==> config.mk <==
export PLATFORM = sky130hd
export DESIGN_NAME = tlk_tx_top
export DESIGN_NICKNAME = d
export VERILOG_FILES = /design/src/design/tlk_tx_pkg.sv /design/src/design/tlk_tx_word_fifo.sv /design/src/design/tlk_tx_frame_sequencer.sv /design/src/design/tlk_tx_symbol_encoder.sv /design/src/design/tlk_tx_top.sv
export SDC_FILE = /design/constraint.sdc
export NUM_CORES = 1
export LEC_CHECK = 0
export BUFFER_PORTS_ARGS = -buffer_cell sky130_fd_sc_hd__buf_2
export CELL_PAD_IN_SITES_DETAIL_PLACEMENT = 0
export CELL_PAD_IN_SITES_GLOBAL_PLACEMENT = 2
export CORE_ASPECT_RATIO = 0.9
export CORE_UTILIZATION = 35
export CTS_BUF_LIST = sky130_fd_sc_hd__clkbuf_4
export CTS_CLUSTER_SIZE = 28
export DETAILED_ROUTE_END_ITERATION = 10
export MAX_ROUTING_LAYER = met4
export PLACE_DENSITY_LB_ADDON = 0.1
export SYNTH_ARGS = -nofsm -noshare
export SYNTH_HDL_FRONTEND = slang
export SYNTH_SLANG_ARGS = --single-unit
==> constraint.sdc <==
create_clock -name clk -period 4.2 [get_ports clk]
set_input_delay 0.63 -clock clk [delete_from_list [all_inputs] [get_ports clk]]
set_output_delay 0.63 -clock clk [all_outputs]
set_load 0.03 [all_outputs]
==> src/design/tlk_tx_pkg.sv <==
////////////////////////////////////////////////////////////////////////////
// Link constants and types for the serial link transmit path.
// Frame sizes are shortened for simulation; data mode only, no test modes.
////////////////////////////////////////////////////////////////////////////

package tlk_tx_pkg;

    // Link and frame sizes
    localparam int WORD_W      = 16;
    localparam int BODY_WORDS  = 8;
    localparam int BODY_BYTES  = 2 * BODY_WORDS;
    localparam int SYNC_CYCLES = 6;
    localparam int GAP_CYCLES  = 4;
    localparam int FIFO_DEPTH  = 16;
    localparam int COUNT_W     = $clog2(FIFO_DEPTH + 1);
    localparam int FIFO_PTR_W  = $clog2(FIFO_DEPTH);
    // Wide enough for the longest of sync, body and gap
    localparam int PHASE_W     = 4;

    // Comma pair
    localparam logic [7:0] K28_5 = 8'hBC;
    localparam logic [7:0] D5_6  = 8'hC5;
    // Start of frame
    localparam logic [7:0] K27_7 = 8'hFB;
    localparam logic [7:0] K28_2 = 8'h5C;
    // End of frame
    localparam logic [7:0] K30_7 = 8'hFE;
    localparam logic [7:0] K29_7 = 8'hFD;

    localparam logic [WORD_W-1:0] HEAD_0 = 16'hEB90;
    localparam logic [WORD_W-1:0] HEAD_1 = 16'hE116;

    // File-sign word bytes
    localparam logic [7:0] TX_IND   = 8'h81;
    localparam logic [7:0] FILE_END = 8'h01;

    // What a beat carries to the encoder
    typedef enum logic [3:0] {
        FLD_IDLE,
        FLD_COMMA,
        FLD_SOF,
        FLD_HEAD0,
        FLD_HEAD1,
        FLD_FILE_SIGN,
        FLD_FRAME_NUM,
        FLD_VLD_LEN,
        FLD_DATA,
        FLD_VERIFY,
        FLD_EOF
    } link_field_e;

    typedef enum logic [3:0] {
        ST_IDLE,
        ST_SYNC,
        ST_SOF,
        ST_HEAD,
        ST_FILE_SIGN,
        ST_FRAME_NUM,
        ST_VLD_LEN,
        ST_DATA,
        ST_VERIFY,
        ST_EOF,
        ST_GAP
    } tx_state_e;

    typedef struct packed {
        link_field_e       field;
        logic [WORD_W-1:0] word;
        logic              last;
    } link_beat_t;

    typedef struct packed {
        logic              tkmsb;
        logic              tklsb;
        logic [WORD_W-1:0] txd;
    } tx_symbol_t;

endpackage

==> src/design/tlk_tx_word_fifo.sv <==
////////////////////////////////////////////////////////////////////////////
// Word FIFO with first-word fall-through head output.
// Pop must only be raised when the count is non-zero; it is not checked.
////////////////////////////////////////////////////////////////////////////

`timescale 1ns/1ps

module tlk_tx_word_fifo
    import tlk_tx_pkg::*;
(
    input  logic               clk,
    input  logic               i_soft_reset,
    input  logic               i_data_valid,
    input  logic [WORD_W-1:0]  i_data_word,
    output logic               o_data_ready,
    input  logic               i_pop,
    output logic [WORD_W-1:0]  o_head_word,
    output logic [COUNT_W-1:0] o_count
);

    logic [WORD_W-1:0]     mem [FIFO_DEPTH];
    logic [FIFO_PTR_W-1:0] wr_ptr;
    logic [FIFO_PTR_W-1:0] rd_ptr;
    logic                  push;

    assign o_data_ready = (o_count != COUNT_W'(FIFO_DEPTH));
    assign push         = i_data_valid & o_data_ready;
    assign o_head_word  = mem[rd_ptr];

    // Storage array
    always_ff @(posedge clk)
    begin
        if (push)
        begin
            mem[wr_ptr] <= i_data_word;
        end
    end

    // Pointers wrap naturally at the power-of-two depth
    always_ff @(posedge clk)
    begin
        if (i_soft_reset)
        begin
            wr_ptr  <= '0;
            rd_ptr  <= '0;
            o_count <= '0;
        end
        else
        begin
            if (push)
            begin
                wr_ptr <= wr_ptr + 1'b1;
            end
            if (i_pop)
            begin
                rd_ptr <= rd_ptr + 1'b1;
            end
            if (push && !i_pop)
            begin
                o_count <= o_count + 1'b1;
            end
            else if (!push && i_pop)
            begin
                o_count <= o_count - 1'b1;
            end
        end
    end

endmodule

==> src/design/tlk_tx_frame_sequencer.sv <==
////////////////////////////////////////////////////////////////////////////
// Frame FSM; a run starts only with a full body in the FIFO.
// Later frames do not wait, so the source must keep up with the link.
// i_body_num and i_tail_bytes must stay stable for the whole run.
////////////////////////////////////////////////////////////////////////////

`timescale 1ns/1ps

module tlk_tx_frame_sequencer
    import tlk_tx_pkg::*;
(
    input  logic               clk,
    input  logic               i_soft_reset,
    input  logic               i_tx_start,
    input  logic [15:0]        i_body_num,
    input  logic [15:0]        i_tail_bytes,
    input  logic [COUNT_W-1:0] i_fifo_count,
    input  logic [WORD_W-1:0]  i_fifo_word,
    output logic               o_pop,
    output link_beat_t         o_beat,
    output logic               o_tx_interrupt
);

    tx_state_e          state;
    logic [PHASE_W-1:0] phase;
    logic [15:0]        frame_num;
    logic [WORD_W-1:0]  verify_cnt;
    logic               last_frame;
    logic               finish_pend;
    link_beat_t         beat_next;

    assign last_frame = (frame_num == i_body_num);
    assign o_pop      = (state == ST_DATA);

    ////////////////////////////////////////////////////////////////////////////
    // State walk
    ////////////////////////////////////////////////////////////////////////////
    always_ff @(posedge clk)
    begin
        if (i_soft_reset)
        begin
            state          <= ST_IDLE;
            phase          <= '0;
            frame_num      <= '0;
            verify_cnt     <= '0;
            finish_pend    <= 1'b0;
            o_tx_interrupt <= 1'b0;
        end
        else
        begin
            finish_pend    <= 1'b0;
            // Extra stage keeps the pulse in line with the beat stream
            o_tx_interrupt <= finish_pend;
            phase          <= phase + 1'b1;
            case (state)
                ST_IDLE:
                begin
                    phase     <= '0;
                    frame_num <= '0;
                    if (i_tx_start && (i_fifo_count >= COUNT_W'(BODY_WORDS)))
                    begin
                        state <= ST_SYNC;
                    end
                end
                ST_SYNC:
                begin
                    if (phase == PHASE_W'(SYNC_CYCLES - 1))
                    begin
                        state <= ST_SOF;
                    end
                end
                ST_SOF:
                begin
                    phase      <= '0;
                    verify_cnt <= '0;
                    state      <= ST_HEAD;
                end
                ST_HEAD:
                begin
                    if (phase[0])
                    begin
                        state <= ST_FILE_SIGN;
                    end
                end
                ST_FILE_SIGN,
                ST_FRAME_NUM,
                ST_VLD_LEN:
                begin
                    phase      <= '0;
                    verify_cnt <= verify_cnt + 2'd2;
                    state      <= tx_state_e'(state + 1'b1);
                end
                ST_DATA:
                begin
                    verify_cnt <= verify_cnt + 2'd2;
                    if (phase == PHASE_W'(BODY_WORDS - 1))
                    begin
                        state <= ST_VERIFY;
                    end
                end
                ST_VERIFY:
                begin
                    state <= ST_EOF;
                end
                ST_EOF:
                begin
                    phase <= '0;
                    state <= ST_GAP;
                end
                ST_GAP:
                begin
                    if (phase == PHASE_W'(GAP_CYCLES - 1))
                    begin
                        if (last_frame)
                        begin
                            finish_pend <= 1'b1;
                            state       <= ST_IDLE;
                        end
                        else
                        begin
                            frame_num <= frame_num + 1'b1;
                            state     <= ST_SOF;
                        end
                    end
                end
                default:
                begin
                    state <= ST_IDLE;
                end
            endcase
        end
    end

    // Beat content for the current state
    always_comb
    begin
        beat_next.field = FLD_IDLE;
        beat_next.word  = '0;
        beat_next.last  = last_frame;
        case (state)
            ST_SYNC,
            ST_GAP:       beat_next.field = FLD_COMMA;
            ST_SOF:       beat_next.field = FLD_SOF;
            ST_HEAD:      beat_next.field = phase[0] ? FLD_HEAD1 : FLD_HEAD0;
            ST_FILE_SIGN: beat_next.field = FLD_FILE_SIGN;
            ST_FRAME_NUM:
            begin
                beat_next.field = FLD_FRAME_NUM;
                beat_next.word  = frame_num;
            end
            ST_VLD_LEN:
            begin
                beat_next.field = FLD_VLD_LEN;
                beat_next.word  = last_frame ? i_tail_bytes : WORD_W'(BODY_BYTES);
            end
            ST_DATA:
            begin
                beat_next.field = FLD_DATA;
                beat_next.word  = i_fifo_word;
            end
            ST_VERIFY:
            begin
                beat_next.field = FLD_VERIFY;
                beat_next.word  = verify_cnt;
            end
            ST_EOF:       beat_next.field = FLD_EOF;
            default:      beat_next.field = FLD_IDLE;
        endcase
    end

    always_ff @(posedge clk)
    begin
        if (i_soft_reset)
        begin
            o_beat <= '0;
        end
        else
        begin
            o_beat <= beat_next;
        end
    end

endmodule

==> src/design/tlk_tx_symbol_encoder.sv <==
////////////////////////////////////////////////////////////////////////////
// Maps beats to link words and K-flags, one register stage.
////////////////////////////////////////////////////////////////////////////

`timescale 1ns/1ps

module tlk_tx_symbol_encoder
    import tlk_tx_pkg::*;
(
    input  logic       clk,
    input  logic       i_soft_reset,
    input  link_beat_t i_beat,
    output tx_symbol_t o_symbol
);

    tx_symbol_t sym_next;

    always_comb
    begin
        sym_next.tkmsb = 1'b0;
        sym_next.tklsb = 1'b0;
        sym_next.txd   = '0;
        case (i_beat.field)
            FLD_COMMA:
            begin
                // K-code only in the low byte
                sym_next.tklsb = 1'b1;
                sym_next.txd   = {D5_6, K28_5};
            end
            FLD_SOF:
            begin
                sym_next.tkmsb = 1'b1;
                sym_next.tklsb = 1'b1;
                sym_next.txd   = {K28_2, K27_7};
            end
            FLD_EOF:
            begin
                sym_next.tkmsb = 1'b1;
                sym_next.tklsb = 1'b1;
                sym_next.txd   = {K29_7, K30_7};
            end
            FLD_HEAD0:     sym_next.txd = HEAD_0;
            FLD_HEAD1:     sym_next.txd = HEAD_1;
            FLD_FILE_SIGN: sym_next.txd = {TX_IND, i_beat.last ? FILE_END : 8'h00};
            FLD_FRAME_NUM,
            FLD_VLD_LEN,
            FLD_DATA,
            FLD_VERIFY:    sym_next.txd = i_beat.word;
            default:       sym_next.txd = '0;
        endcase
    end

    always_ff @(posedge clk)
    begin
        if (i_soft_reset)
        begin
            o_symbol <= '0;
        end
        else
        begin
            o_symbol <= sym_next;
        end
    end

endmodule

==> src/design/tlk_tx_top.sv <==
////////////////////////////////////////////////////////////////////////////
// Transmit path top: FIFO, frame FSM and symbol encoder in a pipeline.
// Normal data mode only; transceiver control pins are tied off outside.
////////////////////////////////////////////////////////////////////////////

`timescale 1ns/1ps

module tlk_tx_top
    import tlk_tx_pkg::*;
(
    input  logic              clk,
    input  logic              i_soft_reset,
    input  logic              i_tx_start,
    input  logic [15:0]       i_body_num,
    input  logic [15:0]       i_tail_bytes,
    input  logic              i_data_valid,
    input  logic [WORD_W-1:0] i_data_word,
    output logic              o_data_ready,
    output tx_symbol_t        o_symbol,
    output logic              o_tx_interrupt
);

    logic [WORD_W-1:0]  head_word;
    logic [COUNT_W-1:0] fifo_count;
    logic               pop;
    link_beat_t         beat;
    logic               seq_interrupt;

    tlk_tx_word_fifo u_fifo (
        .clk          (clk),
        .i_soft_reset (i_soft_reset),
        .i_data_valid (i_data_valid),
        .i_data_word  (i_data_word),
        .o_data_ready (o_data_ready),
        .i_pop        (pop),
        .o_head_word  (head_word),
        .o_count      (fifo_count)
    );

    tlk_tx_frame_sequencer u_sequencer (
        .clk            (clk),
        .i_soft_reset   (i_soft_reset),
        .i_tx_start     (i_tx_start),
        .i_body_num     (i_body_num),
        .i_tail_bytes   (i_tail_bytes),
        .i_fifo_count   (fifo_count),
        .i_fifo_word    (head_word),
        .o_pop          (pop),
        .o_beat         (beat),
        .o_tx_interrupt (seq_interrupt)
    );

    tlk_tx_symbol_encoder u_encoder (
        .clk          (clk),
        .i_soft_reset (i_soft_reset),
        .i_beat       (beat),
        .o_symbol     (o_symbol)
    );

    // Match the encoder stage
    always_ff @(posedge clk)
    begin
        if (i_soft_reset)
        begin
            o_tx_interrupt <= 1'b0;
        end
        else
        begin
            o_tx_interrupt <= seq_interrupt;
        end
    end

endmodule

# Word level (Yosys, flattened, before mapping)
# Memory sizes are Yosys's and may differ from the RTL's. A register that Yosys moved wholly into a read port is not among the register bits.
# Index checks and enable logic that the tools add are counted.
totals:
  out_inout_bits: 20
  register_bits: 95
  memories: 1
  word_cells: 105
  inputBits: 52
  ramBits: 256
mem_list:
  columns: ["memory", "depth", "word_bits", "rd", "rd_ports_with_merged_regs", "write_ports", "line", "source"]
  rows:
  - ["u_fifo.mem", 16, 16, 1, 1, 1, "tlk_tx_word_fifo.sv:21", "logic [WORD_W-1:0] mem [FIFO_DEPTH];"]
classes:
  addsub: 8
  bitwise: 3
  n_eq_ne: 31
  magnitude_cmp: 1
  reduce_logical: 19
  muxes: 26
ops:
  columns: ["op", "count"]
  rows:
  - ["$pmux 16 s7", 1]
  - ["$pmux 4 s9", 2]
  - ["$pmux 16 s2", 2]
  - ["$pmux 16 s4", 1]
  - ["$mux 16", 3]
  - ["$eq 4x3->1 const B", 10]
  - ["$mux 4", 7]
  - ["$eq 4x4->1 const B", 6]
  - ["$eq 4x2->1 const B", 5]
  - ["$add 16x1->16 const B", 1]
  - ["$add 16x2->16 const B", 1]
  - ["$add 4x1->4 const B", 4]
  - ["$eq 16x16->1", 1]
  - ["$mux 5", 2]
  - ["$ne 2x1->1 const B", 5]
  - ["$reduce_or 3->1", 3]
  - ["$eq 4x1->1 const B", 2]
  - ["$reduce_or 4->1", 2]
  - ["$reduce_or 7->1", 1]
  - ["$mux 1", 6]
  - ["$reduce_bool 2->1", 3]
  - ["$add 5x1->5 const B", 1]
  - ["$ge 5x4->1 const B", 1]
  - ["$ne 5x5->1 const B", 1]
  - ["12 further kinds", 17]

# Depth between registers and ports, before layout
logic_depth:
  ltp_word: 6
  ltp_mapped: 14
  mapped_depth_nobuf: 12

# Cells and area by module
# Synthesis repeated with hierarchy kept, for this count alone.
unflattened:
  hier_cells: 1019
  hier_area_um2: 14838.0
by_module_without_submodules:
  columns: ["module", "n_inst", "area_per_inst_um2", "cells_each"]
  rows:
  - ["tlk_tx_word_fifo", 1, 10470.0, 500]
  - ["tlk_tx_frame_sequencer", 1, 3338.2, 393]
  - ["tlk_tx_symbol_encoder", 1, 996.0, 124]
  - ["tlk_tx_top", 1, 33.8, 2]

# Worst setup path after synthesis
# OpenSTA, ideal clock, no wires.
synth_timing:
  kind: "register to register"
  startpoint: "register u_fifo.o_count[0]"
  endpoint: "register u_fifo.o_count[4]"
  arrival_time_ns: 2.752
  setup_slack_ns: 1.321
  stages_incl_launch_ff: 14
  n_path_buf: 1
  required_time_ns: 4.072
  setup_time_ns: 0.128
  path_cell_list: "dfxtp_1 nor4_1 nand2_1 and2_1 clkbuf_1 ha_1 inv_1 ha_1 nor2b_1 o21a_1 or3_1 a21oi_1 xnor2_1 nor2_1"
synth_via:
  elab_chain_len: 5
  word_cells_on_any_way: 10
  classes_between: "add/sub: 2; eq/ne: 1; mux: 2; bitwise: 1; reduce/logical: 4"
synth_rtl:
  columns: ["element", "line", "source"]
  rows:
  - ["start: declaration", "tlk_tx_word_fifo.sv:18", "output logic [COUNT_W-1:0] o_count"]
  - ["start signal: assignment", "tlk_tx_word_fifo.sv:60", "o_count <= o_count + 1'b1;"]
  - ["start signal: assignment", "tlk_tx_word_fifo.sv:64", "o_count <= o_count - 1'b1;"]
  - ["$ne 5x5->1 (*)", "tlk_tx_word_fifo.sv:26", "assign o_data_ready = (o_count != COUNT_W'(FIFO_DEPTH));"]
  - ["via o_data_ready", "tlk_tx_top.sv:18", "output logic o_data_ready,"]
  - ["$and 1x1->1 (*)", "tlk_tx_word_fifo.sv:27", "assign push = i_data_valid & o_data_ready;"]
  - ["via u_fifo.push", "tlk_tx_word_fifo.sv:24", "logic push;"]
  - ["$logic_not 1->1", "tlk_tx_word_fifo.sv:62", "else if (!push && i_pop)"]
  - ["$logic_and 1x1->1", "tlk_tx_word_fifo.sv:62", null]
  - ["$reduce_bool 2->1 (no line)", null, null]
# Mark *: on every way through the listed nets, which the timed path passes. The rest lies on a longest branch. The select of a mux whose other input is x is not followed.
# A chain may end at the register's enable or synchronous reset.

# Final worst setup path
layout_timing:
  startpoint: "register u_sequencer.state[0]"
  endpoint: "register u_fifo.o_count[4]"
layout_via:
  elab_chain_len: 4
  word_cells_on_any_way: 6
  classes_between: "eq/ne: 1; mux: 1; reduce/logical: 4"
layout_rtl:
  columns: ["element", "line", "source"]
  rows:
  - ["start: declaration", "tlk_tx_frame_sequencer.sv:24", "tx_state_e state;"]
  - ["start signal: assignment", "tlk_tx_frame_sequencer.sv:91", "state <= tx_state_e'(state + 1'b1);"]
  - ["$eq 4x3->1 (*)", "tlk_tx_frame_sequencer.sv:33", "assign o_pop = (state == ST_DATA);"]
  - ["$logic_not 1->1", "tlk_tx_word_fifo.sv:58", "if (push && !i_pop)"]
  - ["$logic_and 1x1->1", "tlk_tx_word_fifo.sv:58", null]
  - ["$mux 5 or $reduce_bool 2->1 (tied branches)", null, null]
# Mark *: on every way between the ends. The rest lies on a longest branch, timed or not.

==> metrics.yaml <==
floorplan:
  pin_count: 72
  die_area_um2: 43200
  coreArea_um2: 41800
  rows: 71
  dieHeight_um: 197
  die_w_um: 219
  initial_utilization_pct: 35.5
routing:
  wl_met2_um: 17400
  wirelength_um: 37600
  met3_length_um: 1530
  route.detailed.drc: 0
  routedLengthMet1_um: 17900
  routed_via_density: 5.05
  highest_layer: "met4"
  first_pass_iters: 5
  wl_per_cell_um: 21.1
  ant_nets: 0
  dr.first_iter.drc_count: 571
  vias: 8999
global_routing:
  gr-total-overflow: 0
  grt_max_degree: 38
  grt_pass1_wl_um: 57100
  grt_usage_pct: 18.6
  grt_pass1_vias: 9262
  antenna_found_initial: 3
clock_network:
  clkTransAtPathRegs_ns: 0.07
  cts-buffers-inserted: 97
  cts_tree: "yes"
  cts_sinks: 354
  post-cts-setup-buffers: 0
  cts_buffer_depth: 3
  clk_latency_ns: 0.81
  cts-htree-levels: 3
  clock-root-buffer: "clkbuf_4"
critical_path:
  critical_path_class: "reg -> reg"
  worst_setup_path_start_kind: "flip-flop"
  cp_max_fo: 10
  crit_start: "u_sequencer.state[0]$_SDFFE_PP0P_"
  cpPeakStageDelay_ns: 0.44
  setup.worst_path.end_class: "flip-flop"
  cp_common_cell: "ha_1"
  crit_family: "adder cells"
  required_ns: 4.83
  crit_chain: "ha_1 > and3b_1 > buf_4 > inv_1 > ha_1 > inv_1 > ha_1 > nor2b_1 > o21a_1 > or3_1 > a21oi_1 > xnor2_1 > nor2_1"
  r2r-start: "u_sequencer.state[0]$_SDFFE_PP0P_"
  arrival_ns: 3.65
  critPathBufInv: 3
  crit_slowest_cell: "dfxtp_1"
placement:
  dpl-instance-area_um2: 15900
  pre_cts_ws_ns: 1.19
  gp_congestion: 0.751
  io_buffer_count: 71
  hpwl_um: 24000
sta:
  setup_slack_ns: 1.18
  worst_hold_slack_ns: 0.195
  drv_slew: 0
  setup_viol: 0
  fin_setup_tns_ns: 0
  rsz0062_at_grt: "false"
  timing.final.hold_violations: 0
  fin_crit_sh_pct: 72.0
  max_freq_mhz: 331
  skew_ns: 0.0456
  worstMarginPinSlew_ns: 1.03
  fin_crit_ns: 3.02
  slew_headroom_pct: 31.4
worst_hold_path:
  holdCritPathClass: "in -> reg"
  min_from: "i_data_word[12]"
finish:
  final_cell_mix: "256 x edfxtp_1, 138 x clkbuf_4, 95 x dfxtp_1"
  final_common_cell: "edfxtp_1"
  nNetsFinal: 1228
  drive_gt1_share_pct: 28.8
  area.growth.synth_to_final_pct: 16.3
  final_core_util_pct: 41.2
  nFillCells: 3910
  final_cell_area_um2: 17300
yosys:
  synth_area_leaders: "edfxtp_1 52%, dfxtp_1 13%, mux4_2 9.4%"
  syn_avg_cell_area_um2: 14.7
  seq_area_frac_synth_pct: 65.0
  syn_nets: 1080
  synth_top_flop_cell: "edfxtp_1"
  yosysTopAreaCellShare_pct: 51.8
  syn-instance-count: 1010
  ys_warn_count: 0
  ys_ff_latch: 354
  synth-async-reset-ratio_pct: 0
  synth.distinct_cells: 65
  syn_area_um2: 14800
  yosysTopAreaCell: "edfxtp_1"
  synth_edf_count: 256
outcome:
  outcome: "finished, final reports clean"
power:
  ir_worst_vdd_v: 0.000184
  p_leak_nw: 5.78
  p_per_area_nw_per_um2: 440
job:
  cap_violations: 0
==> metrics by stage <==
stage,cells,power [mW]
after floorplan,1010,4.32
after global placement,1593,4.55
after detailed placement,1593,4.54
after CTS,1780,7.74
after global routing,1783,7.98
final,1783,7.60
==> worst paths after layout <==
path | cells past startpoint | slack (ns) | endpoint
min reg2reg | 1 | 0.43 | u_sequencer.o_tx_interrupt$_SDFF_PP0_
min | 1 | 0.20 | u_fifo.mem[2][12]$_DFFE_PP_
max reg2reg | 13 | 1.18 | u_fifo.o_count[4]$_SDFFE_PP0P_
max | 13 | 1.18 | u_fifo.o_count[4]$_SDFFE_PP0P_
==> sequential cells by signal, indices dropped and copies added (netlist names), 4 cells and up, named ones only <==
signal                  cells
u_fifo.mem                256
u_sequencer.o_beat         21
u_encoder.o_symbol         18
u_sequencer.frame_num      16
u_sequencer.verify_cnt     15
u_fifo.o_count              5
u_fifo.rd_ptr               4
u_fifo.wr_ptr               4
u_sequencer.phase           4
u_sequencer.state           4
==> power breakdown <==
part,internal (mW),switching [mW]
Clock,1.70,1.44
Sequential,3.84,0.0514
Combinational,0.205,0.371
Total,5.74,1.86
==> area by class of cell <==
class	count	area (um2)	area share, %
antenna	3	7.51	0.0435
multi-input combinational	576	4860	28.2
clock inverter	36	228	1.32
timing repair buffer	111	713	4.13
tap	547	684	3.97
inverter	18	67.6	0.392
sequential	354	9660	56.0
clock buffer	138	1040	6.00
==> cell families (layout without fill, tap and decap cells) <==
kind of cell | after synthesis | after routing | synth area share (%)
AOI/OAI and AO/OA | 174 | 174 | 7.59
xor gates and xnor gates | 37 | 37 | 2.18
adders and majority gates | 18 | 18 | 1.57
buffers and inverters | 80 | 303 | 2.53
DFF | 354 | 354 | 65.0
muxes | 103 | 103 | 12.2
other | 0 | 3 | 0
and+or+nand+nor | 244 | 244 | 8.87
==> Yosys cell counts, types with 10 or more instances <==
master / instances
edfxtp_1: 256
dfxtp_1: 98
nor2_1: 88
mux4_2: 62
a21oi_1: 56
nand2_1: 41
clkbuf_1: 34
mux2i_1: 34
o21ai_0: 34
xor2_1: 28
nand3_1: 23
a22oi_1: 18
inv_1: 18
ha_1: 17
o221ai_1: 14
nor3_1: 13
buf_2: 12
a22o_1: 10
nand2b_1: 10
==> repair_timing <==
| action | 4_1_cts | 5_1_grt |
|---|---|---|
| hold buffers | 13 | 0 |
| gates resized for setup | 0 | 0 |
| endpoints found under the hold margin | 13 | 0 |
| endpoints found under the setup margin | 0 | 0 |
==> layer usage <==
layer	vias up	track usage [%]
met5	-	-
met4	0	5.99
met3	69	4.17
met2	203	27.8
met1	4488	25.0
li1	4239	-
(Power assumes the default switching activity.)
